$ cat src/verilog/uart_line_pkg.sv
`default_nettype none

// Serial line, FIFO and baud definitions
package uart_line_pkg;

  // Frame payload and FIFO sizing
  localparam int BYTE_W     = 8;
  localparam int FIFO_DEPTH = 8;
  localparam int COUNT_W    = 4;
  localparam int WM_W       = 3;

  // One bit period is divisor + 1 clocks
  localparam int DIV_W     = 16;
  localparam int CLOCK_HZ  = 10_000_000;
  localparam int BAUD_RATE = 115_200;
  localparam int DIV_RESET = CLOCK_HZ / BAUD_RATE - 1;

  typedef enum logic [1:0] {
    TX_IDLE  = 2'd0,
    TX_START = 2'd1,
    TX_DATA  = 2'd2,
    TX_STOP  = 2'd3
  } tx_state_e;

  typedef enum logic [1:0] {
    RX_IDLE  = 2'd0,
    RX_START = 2'd1,
    RX_DATA  = 2'd2,
    RX_STOP  = 2'd3
  } rx_state_e;

endpackage

`default_nettype wire

$ cat src/verilog/uart_reg_pkg.sv
`default_nettype none

// Register map and bus handshake definitions
package uart_reg_pkg;

  // Bus widths
  localparam int DATA_W = 32;
  localparam int ADDR_W = 5;

  // Word index taken from addr[4:2]; index 7 is unmapped and reads zero
  typedef enum logic [2:0] {
    REG_TXDATA = 3'd0,
    REG_RXDATA = 3'd1,
    REG_TXCTRL = 3'd2,
    REG_RXCTRL = 3'd3,
    REG_IE     = 3'd4,
    REG_IP     = 3'd5,
    REG_DIV    = 3'd6
  } reg_index_e;

  // Two busy cycles per access
  typedef enum logic [1:0] {
    BUS_IDLE  = 2'd0,
    BUS_READ  = 2'd1,
    BUS_WRITE = 2'd2,
    BUS_NOP   = 2'd3
  } bus_state_e;

endpackage

`default_nettype wire

$ cat src/verilog/uart.sv
`timescale 1ns/1ps
`default_nettype none

module uart import uart_reg_pkg::*, uart_line_pkg::*; (
  input  wire logic              clock,
  input  wire logic              reset,
  input  wire logic              rd_en,
  input  wire logic              wr_en,
  input  wire logic [ADDR_W-1:0] addr,
  input  wire logic [DATA_W-1:0] wr_data,
  output logic      [DATA_W-1:0] rd_data,
  output logic                   busy,
  input  wire logic              rxd,
  output logic                   txd
);

  logic               tx_push;
  logic [BYTE_W-1:0]  tx_push_data;
  logic [BYTE_W-1:0]  tx_head;
  logic [COUNT_W-1:0] tx_count;
  logic               tx_full;
  logic               tx_empty;
  logic               tx_take;
  logic               rx_pop;
  logic [BYTE_W-1:0]  rx_head;
  logic [COUNT_W-1:0] rx_count;
  logic               rx_empty;
  logic               rx_strobe;
  logic [BYTE_W-1:0]  rx_byte;
  logic               tx_enable;
  logic               two_stop;
  logic               rx_enable;
  logic [DIV_W-1:0]   divisor;

  uart_regs regs (
    .clock(clock), .reset(reset), .rd_en(rd_en), .wr_en(wr_en), .addr(addr),
    .wr_data(wr_data), .rd_data(rd_data), .busy(busy),
    .tx_push(tx_push), .tx_push_data(tx_push_data), .tx_count(tx_count), .tx_full(tx_full),
    .rx_pop(rx_pop), .rx_head(rx_head), .rx_count(rx_count), .rx_empty(rx_empty),
    .tx_enable(tx_enable), .two_stop(two_stop), .rx_enable(rx_enable), .divisor(divisor)
  );

  uart_fifo tx_fifo (
    .clock(clock), .reset(reset), .push(tx_push), .pop(tx_take),
    .push_data(tx_push_data), .pop_data(tx_head), .count(tx_count),
    .full(tx_full), .empty(tx_empty)
  );

  // Received bytes are lost inside the FIFO when it is full
  uart_fifo rx_fifo (
    .clock(clock), .reset(reset), .push(rx_strobe), .pop(rx_pop),
    .push_data(rx_byte), .pop_data(rx_head), .count(rx_count),
    .full(), .empty(rx_empty)
  );

  uart_tx tx (
    .clock(clock), .reset(reset), .enable(tx_enable), .two_stop(two_stop),
    .divisor(divisor), .data(tx_head), .valid(!tx_empty), .take(tx_take), .txd(txd)
  );

  uart_rx rx (
    .clock(clock), .reset(reset), .enable(rx_enable), .divisor(divisor),
    .rxd(rxd), .data(rx_byte), .strobe(rx_strobe)
  );

endmodule

`default_nettype wire

$ cat src/verilog/uart_fifo.sv
`timescale 1ns/1ps
`default_nettype none

module uart_fifo import uart_line_pkg::*; (
  input  wire logic               clock,
  input  wire logic               reset,
  input  wire logic               push,
  input  wire logic               pop,
  input  wire logic [BYTE_W-1:0]  push_data,
  output logic      [BYTE_W-1:0]  pop_data,
  output logic      [COUNT_W-1:0] count,
  output logic                    full,
  output logic                    empty
);

  logic [BYTE_W-1:0]             mem [FIFO_DEPTH];
  logic [$clog2(FIFO_DEPTH)-1:0] wr_ptr;
  logic [$clog2(FIFO_DEPTH)-1:0] rd_ptr;
  logic                          do_push;
  logic                          do_pop;

  // Push when full and pop when empty are dropped
  assign do_push = push && !full;
  assign do_pop  = pop && !empty;

  assign full     = (count == COUNT_W'(FIFO_DEPTH));
  assign empty    = (count == '0);
  assign pop_data = mem[rd_ptr];

  always_ff @(posedge clock) begin
    if (do_push) begin
      mem[wr_ptr] <= push_data;
    end
  end

  // Pointers wrap naturally at the power-of-two depth
  always_ff @(posedge clock or posedge reset) begin
    if (reset) begin
      wr_ptr <= '0;
      rd_ptr <= '0;
      count  <= '0;
    end else begin
      if (do_push) begin
        wr_ptr <= wr_ptr + 1'b1;
      end
      if (do_pop) begin
        rd_ptr <= rd_ptr + 1'b1;
      end
      if (do_push && !do_pop) begin
        count <= count + 1'b1;
      end else if (do_pop && !do_push) begin
        count <= count - 1'b1;
      end
    end
  end

endmodule

`default_nettype wire

$ cat src/verilog/uart_regs.sv
`timescale 1ns/1ps
`default_nettype none

module uart_regs import uart_reg_pkg::*, uart_line_pkg::*; (
  input  wire logic               clock,
  input  wire logic               reset,
  input  wire logic               rd_en,
  input  wire logic               wr_en,
  input  wire logic [ADDR_W-1:0]  addr,
  input  wire logic [DATA_W-1:0]  wr_data,
  output logic      [DATA_W-1:0]  rd_data,
  output logic                    busy,
  output logic                    tx_push,
  output logic      [BYTE_W-1:0]  tx_push_data,
  input  wire logic [COUNT_W-1:0] tx_count,
  input  wire logic               tx_full,
  output logic                    rx_pop,
  input  wire logic [BYTE_W-1:0]  rx_head,
  input  wire logic [COUNT_W-1:0] rx_count,
  input  wire logic               rx_empty,
  output logic                    tx_enable,
  output logic                    two_stop,
  output logic                    rx_enable,
  output logic      [DIV_W-1:0]   divisor
);

  bus_state_e        state;
  reg_index_e        req_index;
  logic [DATA_W-1:0] req_data;
  logic [DATA_W-1:0] read_word;
  logic [WM_W-1:0]   tx_wm;
  logic [WM_W-1:0]   rx_wm;
  logic              ie_txwm;
  logic              ie_rxwm;
  logic              ip_txwm;
  logic              ip_rxwm;
  logic              wr_cycle;

  assign busy     = (state != BUS_IDLE);
  assign wr_cycle = (state == BUS_WRITE);

  // FIFO strobes fire in the access cycle
  assign tx_push      = wr_cycle && (req_index == REG_TXDATA);
  assign rx_pop       = (state == BUS_READ) && (req_index == REG_RXDATA);
  assign tx_push_data = req_data[BYTE_W-1:0];

  // Request is captured on acceptance so the host may drop it afterwards
  always_ff @(posedge clock) begin
    if (state == BUS_IDLE && (rd_en || wr_en)) begin
      req_index <= reg_index_e'(addr[4:2]);
      req_data  <= wr_data;
    end
  end

  always_ff @(posedge clock or posedge reset) begin
    if (reset) begin
      state <= BUS_IDLE;
    end else begin
      case (state)
        BUS_IDLE: begin
          if (rd_en) begin
            state <= BUS_READ;
          end else if (wr_en) begin
            state <= BUS_WRITE;
          end
        end
        BUS_READ:  state <= BUS_NOP;
        BUS_WRITE: state <= BUS_NOP;
        default:   state <= BUS_IDLE;
      endcase
    end
  end

  always_comb begin
    read_word = '0;
    case (req_index)
      REG_TXDATA: read_word[31] = tx_full;
      REG_RXDATA: begin
        read_word[31] = rx_empty;
        read_word[BYTE_W-1:0] = rx_empty ? '0 : rx_head;
      end
      REG_TXCTRL: begin
        read_word[0]     = tx_enable;
        read_word[1]     = two_stop;
        read_word[18:16] = tx_wm;
      end
      REG_RXCTRL: begin
        read_word[0]     = rx_enable;
        read_word[18:16] = rx_wm;
      end
      REG_IE:  read_word[1:0] = {ie_rxwm, ie_txwm};
      REG_IP:  read_word[1:0] = {ip_rxwm, ip_txwm};
      REG_DIV: read_word[DIV_W-1:0] = divisor;
      default: read_word = '0;
    endcase
  end

  always_ff @(posedge clock or posedge reset) begin
    if (reset) begin
      rd_data   <= '0;
      tx_enable <= 1'b0;
      two_stop  <= 1'b0;
      tx_wm     <= '0;
      rx_enable <= 1'b0;
      rx_wm     <= '0;
      ie_txwm   <= 1'b0;
      ie_rxwm   <= 1'b0;
      ip_txwm   <= 1'b0;
      ip_rxwm   <= 1'b0;
      divisor   <= DIV_W'(DIV_RESET);
    end else begin
      if (state == BUS_READ) begin
        rd_data <= read_word;
      end
      if (wr_cycle && req_index == REG_TXCTRL) begin
        tx_enable <= req_data[0];
        two_stop  <= req_data[1];
        tx_wm     <= req_data[18:16];
      end
      if (wr_cycle && req_index == REG_RXCTRL) begin
        rx_enable <= req_data[0];
        rx_wm     <= req_data[18:16];
      end
      if (wr_cycle && req_index == REG_IE) begin
        ie_txwm <= req_data[0];
        ie_rxwm <= req_data[1];
      end
      if (wr_cycle && req_index == REG_DIV) begin
        divisor <= req_data[DIV_W-1:0];
      end
      // Watermark pending bits lag the counts by one cycle
      ip_txwm <= ie_txwm && (tx_count < COUNT_W'(tx_wm));
      ip_rxwm <= ie_rxwm && (rx_count > COUNT_W'(rx_wm));
    end
  end

endmodule

`default_nettype wire

$ cat src/verilog/uart_rx.sv
`timescale 1ns/1ps
`default_nettype none

module uart_rx import uart_line_pkg::*; (
  input  wire logic              clock,
  input  wire logic              reset,
  input  wire logic              enable,
  input  wire logic [DIV_W-1:0]  divisor,
  input  wire logic              rxd,
  output logic      [BYTE_W-1:0] data,
  output logic                   strobe
);

  rx_state_e                 state;
  logic                      rxd_meta;
  logic                      rxd_sync;
  logic                      rxd_prev;
  logic [DIV_W-1:0]          cnt;
  logic [DIV_W-1:0]          div_q;
  logic [$clog2(BYTE_W)-1:0] bit_idx;

  // Two-flop synchronizer plus one flop for edge detection
  always_ff @(posedge clock or posedge reset) begin
    if (reset) begin
      rxd_meta <= 1'b1;
      rxd_sync <= 1'b1;
      rxd_prev <= 1'b1;
    end else begin
      rxd_meta <= rxd;
      rxd_sync <= rxd_meta;
      rxd_prev <= rxd_sync;
    end
  end

  // Divisor is sampled at the falling edge of the start bit
  always_ff @(posedge clock) begin
    if (state == RX_IDLE && rxd_prev && !rxd_sync) begin
      div_q <= divisor;
    end
  end

  always_ff @(posedge clock or posedge reset) begin
    if (reset) begin
      state   <= RX_IDLE;
      cnt     <= '0;
      bit_idx <= '0;
      data    <= '0;
      strobe  <= 1'b0;
    end else begin
      strobe <= 1'b0;
      cnt    <= cnt + 1'b1;
      if (!enable) begin
        state <= RX_IDLE;
      end else begin
        case (state)
          RX_IDLE: begin
            cnt <= '0;
            if (rxd_prev && !rxd_sync) begin
              state <= RX_START;
            end
          end
          RX_START: begin
            // Re-check the start bit at its centre
            if (cnt == (div_q >> 1)) begin
              cnt     <= '0;
              bit_idx <= '0;
              state   <= rxd_sync ? RX_IDLE : RX_DATA;
            end
          end
          RX_DATA: begin
            if (cnt == div_q) begin
              cnt     <= '0;
              data    <= {rxd_sync, data[BYTE_W-1:1]};
              bit_idx <= bit_idx + 1'b1;
              if (&bit_idx) begin
                state <= RX_STOP;
              end
            end
          end
          RX_STOP: begin
            if (cnt == div_q) begin
              // A low stop bit drops the frame
              strobe <= rxd_sync;
              state  <= RX_IDLE;
            end
          end
          default: state <= RX_IDLE;
        endcase
      end
    end
  end

endmodule

`default_nettype wire

$ cat src/verilog/uart_tx.sv
`timescale 1ns/1ps
`default_nettype none

module uart_tx import uart_line_pkg::*; (
  input  wire logic              clock,
  input  wire logic              reset,
  input  wire logic              enable,
  input  wire logic              two_stop,
  input  wire logic [DIV_W-1:0]  divisor,
  input  wire logic [BYTE_W-1:0] data,
  input  wire logic              valid,
  output logic                   take,
  output logic                   txd
);

  tx_state_e                 state;
  logic [DIV_W-1:0]          cnt;
  logic [DIV_W-1:0]          div_q;
  logic [BYTE_W-1:0]         shift;
  logic [$clog2(BYTE_W)-1:0] bit_idx;
  logic                      stop_more;

  // Pop the FIFO head in the same cycle it is latched
  assign take = (state == TX_IDLE) && enable && valid;

  // Frame settings travel with the byte
  always_ff @(posedge clock) begin
    if (take) begin
      div_q     <= divisor;
      stop_more <= two_stop;
      shift     <= data;
    end else if (state != TX_IDLE && cnt == div_q) begin
      if (state == TX_START || state == TX_DATA) begin
        shift <= shift >> 1;
      end
      if (state == TX_STOP) begin
        stop_more <= 1'b0;
      end
    end
  end

  always_ff @(posedge clock or posedge reset) begin
    if (reset) begin
      state   <= TX_IDLE;
      cnt     <= '0;
      bit_idx <= '0;
      txd     <= 1'b1;
    end else begin
      cnt <= cnt + 1'b1;
      case (state)
        TX_IDLE: begin
          cnt <= '0;
          txd <= !take;
          if (take) begin
            state <= TX_START;
          end
        end
        TX_START: begin
          if (cnt == div_q) begin
            cnt     <= '0;
            bit_idx <= '0;
            txd     <= shift[0];
            state   <= TX_DATA;
          end
        end
        TX_DATA: begin
          if (cnt == div_q) begin
            cnt     <= '0;
            bit_idx <= bit_idx + 1'b1;
            txd     <= (&bit_idx) ? 1'b1 : shift[0];
            if (&bit_idx) begin
              state <= TX_STOP;
            end
          end
        end
        TX_STOP: begin
          if (cnt == div_q) begin
            cnt <= '0;
            // Second stop period when enabled
            if (!stop_more) begin
              state <= TX_IDLE;
            end
          end
        end
        default: state <= TX_IDLE;
      endcase
    end
  end

endmodule

`default_nettype wire
$ cat config.mk
export PLATFORM = sky130hd
export DESIGN_NAME = uart
export DESIGN_NICKNAME = d
export VERILOG_FILES = /design/src/verilog/uart_line_pkg.sv /design/src/verilog/uart_reg_pkg.sv /design/src/verilog/uart.sv /design/src/verilog/uart_fifo.sv /design/src/verilog/uart_regs.sv /design/src/verilog/uart_rx.sv /design/src/verilog/uart_tx.sv
export SDC_FILE = /design/constraint.sdc
export NUM_CORES = 1
export LEC_CHECK = 0
export ABC_CLOCK_PERIOD_IN_PS = 4400
export BUFFER_PORTS_ARGS = -buffer_cell sky130_fd_sc_hd__clkbuf_2
export CORE_UTILIZATION = 45
export DETAILED_ROUTE_END_ITERATION = 6
export PLACE_DENSITY = 0.72
export SYNTH_ARGS = -nofsm -noshare
export SYNTH_HDL_FRONTEND = slang
export SYNTH_HIERARCHICAL = 1
export SYNTH_SLANG_ARGS = --single-unit
$ cat constraint.sdc
create_clock -name clock -period 4.4 [get_ports clock]
set_input_delay 0.44 -clock clock [delete_from_list [all_inputs] [get_ports clock]]
set_output_delay 0.44 -clock clock [all_outputs]
set_load 0.005 [all_outputs]
Word level (Yosys, flattened, before mapping)
Memories as Yosys holds them, arrays and structs flattened.
Index checks and enable logic that the tools add are counted.
Word-level totals
  register bits after elaboration: 189
  bits in writable memories: 128
  bits of input ports: 42
  output and inout bits: 34
  logic and storage cells: 206
  memories kept: 2
Memories
  rx_fifo.mem: depth 8, width 8, read ports 1, clocked after memory_dff 0, write ports 1, line uart_fifo.sv:16  | logic [BYTE_W-1:0] mem [FIFO_DEPTH];
  tx_fifo.mem: depth 8, width 8, read ports 1, clocked after memory_dff 0, write ports 1, line uart_fifo.sv:16
Operators by class
  add/subtract/negate cells: 12
  magnitude comparators: 2
  equality and inequality tests: 33
  multiplexer cells: 58
  reductions and logical operators: 63
Operator list (number)
  16-bit 2-to-1 mux: 4
  16-bit case mux with 3 select lines: 1
  8-bit 2-to-1 mux: 5
  16-bit by 1-bit adder with 16-bit output, second input constant: 2
  16-bit == test: 2
  16-bit case mux with 2 select lines: 1
  2-bit 2-to-1 mux: 15
  1-bit logical AND: 23
  3-bit by 1-bit adder with 3-bit output, second input constant: 6
  3-bit case mux with 2 select lines: 3
  2-bit nonzero test: 9
  16-bit by 15-bit == test with 1-bit output: 1
  4-bit 2-to-1 mux: 4
  2-bit case mux with 4 select lines: 2
  3-bit AND reduction: 5
  1-bit 2-to-1 mux: 13
  3-bit 2-to-1 mux: 4
  3-bit by 2-bit != test with 1-bit output, second input constant: 4
  6-bit case mux with 2 select lines: 1
  2-bit == test, second input constant: 5
  1-bit logical NOT: 10
  2-bit != test, second input constant: 5
  3-bit == test, second input constant: 3
  4-bit by 1-bit adder with 4-bit output, second input constant: 2
  25 further kinds: 38

Logic depth before layout (Yosys ltp)
  word-level depth: 7
  gate-level depth with buffers: 11
  depth with buffers taken out: 11

Hierarchy
The synthesis kept the hierarchy.
Modules (own cells, without submodules)
  uart_fifo: instances 2, cells each 158, area each 3138.0 um2, seq. area each 2172.1 um2
  uart_regs: instances 1, cells each 237, area each 3266.9 um2, seq. area each 1941.9 um2
  uart_rx: instances 1, cells each 194, area each 2519.9 um2, seq. area each 1310.0 um2
  uart_tx: instances 1, cells each 172, area each 2230.9 um2, seq. area each 1302.5 um2
  uart: instances 1, cells each 1, area each 3.8 um2, seq. area each 0.0 um2

Least setup slack after synthesis
No wires, ideal clock.
  path type: register to register
  from: register tx.state[0]
  to: register tx_fifo.count[3]
  library setup time: 0.131 ns
  data arrival time: 3.300 ns
  required time: 4.269 ns
  path slack: 0.969 ns
  stages on the path, launching flop included: 12
  buffers on the path: 1
  clock period less this slack: 3.431 ns
  cells stage by stage: dfrtp_1 > inv_1 > ha_1 > and3_1 > buf_1 > o41ai_4 > ha_1 > inv_1 > ha_1 > or4_1 > nand3_1 > o211ai_1
Between the ends
  cells in the longest elaborated chain, start to end: 7
  elaborated cells between the ends (all ways): 9
  those cells by class: mux: 1; reduce/logical: 8
RTL lines
  start, declared: line uart_tx.sv:16  | tx_state_e state;
  start signal, assigned: line uart_tx.sv:44  | state <= TX_IDLE;
  start signal, assigned: line uart_tx.sv:55  | state <= TX_START;
  start signal, assigned: line uart_tx.sv:63  | state <= TX_DATA;
  2-bit logical NOT (*): line uart_tx.sv:24  | assign take = (state == TX_IDLE) && enable && valid;
  1-bit logical AND (*) (2 in a row): line uart_tx.sv:24
  net tx_take: line uart.sv:23  | logic tx_take;
  1-bit logical AND (*): line uart_fifo.sv:24  | assign do_pop = pop && !empty;
  1-bit logical NOT: line uart_fifo.sv:49  | if (do_push && !do_pop) begin
  1-bit logical AND: line uart_fifo.sv:49
  4-bit 2-to-1 mux / 2-bit nonzero test (equally long branches)
  end signal, assigned: line uart_fifo.sv:50  | count <= count + 1'b1;
  end signal, assigned: line uart_fifo.sv:52  | count <= count - 1'b1;
  end, declared: line uart_fifo.sv:11  | output logic [COUNT_W-1:0] count,
The timed path passes the listed nets; every way through them passes the cells marked *.
A chain may end at the register's enable or synchronous reset.

Worst setup path after layout
  from: register regs.state[0]
  to: register tx_fifo.count[3]
Between the ends
  cells in the longest elaborated chain, start to end: 6
  elaborated cells between the ends (all ways): 8
  those cells by class: eq/ne: 1; mux: 1; reduce/logical: 6
RTL lines
  start, declared: line uart_regs.sv:27  | bus_state_e state;
  start signal, assigned: line uart_regs.sv:57  | state <= BUS_IDLE;
  start signal, assigned: line uart_regs.sv:62  | state <= BUS_READ;
  start signal, assigned: line uart_regs.sv:64  | state <= BUS_WRITE;
  2-bit == test (*): line uart_regs.sv:40  | assign wr_cycle = (state == BUS_WRITE);
  1-bit logical AND (*): line uart_regs.sv:43  | assign tx_push = wr_cycle && (req_index == REG_TXDATA);
  net tx_push: line uart.sv:17  | logic tx_push;
  1-bit logical AND (*): line uart_fifo.sv:23  | assign do_push = push && !full;
  net tx_fifo.do_push: line uart_fifo.sv:19  | logic do_push;
  1-bit logical NOT: line uart_fifo.sv:51  | end else if (do_pop && !do_push) begin
  1-bit logical AND: line uart_fifo.sv:51
  2-bit nonzero test (no line)
Marks and branches as above.

==> impl_metrics.py <==
metrics = {
    "cells_and_area": {
        "nFillCells": 2543,
        "fin_nets": 1042,
        "syn2layout_area_growth_pct": 10.7,
        "antenna_cells": 0,
        "layout_common_cells": "edfxtp_1 (191), dfrtp_1 (118), clkbuf_2 (48)",
        "layout-drive-gt1-share": 0.222,
        "mostFrequentLayoutCell": "edfxtp_1",
    },
    "floorplan": {
        "start_util": 0.462,
        "die_h_um": 180,
        "pin_count": 76,
        "die_x_um": 180,
        "rows": 64,
        "coreArea_um2": 30900,
        "dieArea_um2": 32500,
    },
    "critical_path": {
        "cp_max_fo": 6,
        "crit_path_max_incr_delay_ps": 700,
        "cp_num_buf_inv": 3,
        "path_depth": 11,
        "required_ps": 4800,
        "crit_slowest_cell": "nor4b_1",
        "startpoint_type": "flip-flop",
        "arrival_ps": 3710,
        "crit_family": "simple AND/OR/NAND/NOR gates",
        "endpoint_kind": "flip-flop",
        "critical_path_class": "flip-flop to flip-flop",
        "reg2regPathDepth": 11,
        "path_cells": "inv_1 > ha_1 > nor4b_1 > nand2_2 > inv_1 > ha_1 > inv_1 > ha_1 > or4_1 > nand3_1 > o211ai_1",
    },
    "sta": {
        "max_freq_ghz": 0.302,
        "period_share": 0.752,
        "finClkSkew_ps": 27.9,
        "finalSetupTns_ps": 0,
        "rsz0062_at_grt": "no",
        "finalSetupViolations": 0,
        "tightest_slew_ps": 1140,
        "min_period_ps": 3310,
        "hold_viol": 0,
        "slew_violations": 0,
        "slew_headroom": 0.240,
        "hold_slack_ps": 15.2,
    },
    "detailed_routing": {
        "drt-vias-per-instance": 5.45,
        "drt_iter0_markers": 606,
        "ant_nets": 0,
        "num_vias": 7571,
        "wirelength_um": 27000,
        "post-route-drc-count": 0,
        "drt_first_pass_iters": 5,
        "routedWlPerCell_um": 19.4,
    },
    "global_route": {
        "track_usage": 0.168,
        "grt_pass1_wl_um": 42400,
        "grt_pass1_vias": 7607,
        "grt_overflow": 0,
        "antenna_found_initial": 0,
        "grt_max_degree": 52,
    },
    "placement": {
        "place.gp.congestion": 0.803,
        "port_buffers": 48,
        "hpwl_um": 17700,
    },
    "clocking": {
        "clk_pin_slew_worst_paths_ps": 60,
        "cts_buffers": 34,
        "cts_resized": 0,
        "cts-htree-levels": 2,
        "root_buffer": "clkbuf_16",
        "cts_tree": "yes",
        "cts_hold_buf": 1,
        "cts_setup_buffers": 0,
        "clk_path_buf_depth": 3,
        "cts.sinks": 317,
        "clk_latency_ps": 520,
    },
    "worst_hold_path": {
        "min_path_type": "primary input to flip-flop",
        "hold_path_depth": 1,
    },
    "pwr": {
        "powerDensity_nw_per_um2": 551,
        "max-vdd-ir-drop_uv": 410,
        "p_leak_nw": 6.12,
        "finalPower_mw": 8.72,
    },
    "yosys": {
        "syn-mean-instance-area_um2": 15.6,
        "synth_warnings": 6,
        "synthesis.area_um2": 14300,
        "postSynthCellCount": 919,
    },
    "status": {
        "status": "complete, no violations",
    },
    "job": {
        "maxCapViolCount": 0,
    },
}
## stage by stage
step / cells / worst slack, ps / area (µm²) / util
detailed placement: 1327 / 1100 / 14700 / 0.476
global placement: 1327 / 1150 / 14700 / 0.476
finish: 1390 / 1090 / 15800 / 0.512
floorplan: 930 / 969 / 14300 / -
global route: 1390 / 830 / 15800 / 0.512
CTS: 1390 / 1080 / 15800 / 0.512
## final cells by class
type                       count  area, µm²  area share
clock buffer                  44        961      0.0607
clock inverter                18        123     0.00775
inverter                      34        128     0.00807
multi-input combinational    522       4890       0.309
sequential                   317       8900       0.562
tap                          396        495      0.0313
timing repair buffer          59        325      0.0206
## routing by layer
layer | vias to the layer above | track usage | share of wire
li1 | 3516 | - | -
met1 | 3828 | 0.238 | 0.46
met2 | 180 | 0.266 | 0.48
met3 | 47 | 0.0249 | 0.042
met4 | 0 | 0.0595 | 0.024
met5 | - | 0 | 0
## power by group
part / switching [mW] / internal (mW) / leakage (nW)
clock: 1.16 / 1.56 / 0.538
combinational: 0.834 / 0.856 / 2.29
sequential: 0.585 / 3.73 / 3.29
## state kept, by name, summed over array words and instances (netlist names), 3 cells and up
register,cells
rx/bit_idx,3
tx/shift,8
regs/rx_wm,3
tx_fifo/rd_ptr,3
rx_fifo/mem,64
regs/req_index,3
tx_fifo/wr_ptr,3
tx_fifo/mem,64
regs/divisor,16
tx/bit_idx,3
tx/cnt,16
rx/div_q,16
regs/tx_wm,3
regs/req_data,19
rx/cnt,16
regs/rd_data,20
rx_fifo/count,4
tx_fifo/count,4
rx/data,8
rx_fifo/rd_ptr,3
tx/div_q,16
rx_fifo/wr_ptr,3
## final timing paths
check                              startpoint                to  slack (ps)
worst max-delay path            regs/state[0]  tx_fifo/count[3]        1090
worst min-delay path                      rxd       rx/rxd_meta          20
worst max register to register  regs/state[0]  tx_fifo/count[3]        1090
worst min register to register    rx/rxd_meta       rx/rxd_sync         360
max in group asynchronous               reset  regs/rd_data[11]        2820
min in group asynchronous               reset        rx/data[3]         510
## worst register-to-register path, stage by stage (launching register included)
cell      delay (ps)
dfrtp_1          410
inv_1             90
ha_1             280
nor4b_1          700
nand2_2          160
inv_1            100
ha_1             230
inv_1            130
ha_1             370
or4_1            520
nand3_1          100
o211ai_1          80
No activity file was read; power rests on OpenSTA's default activity.
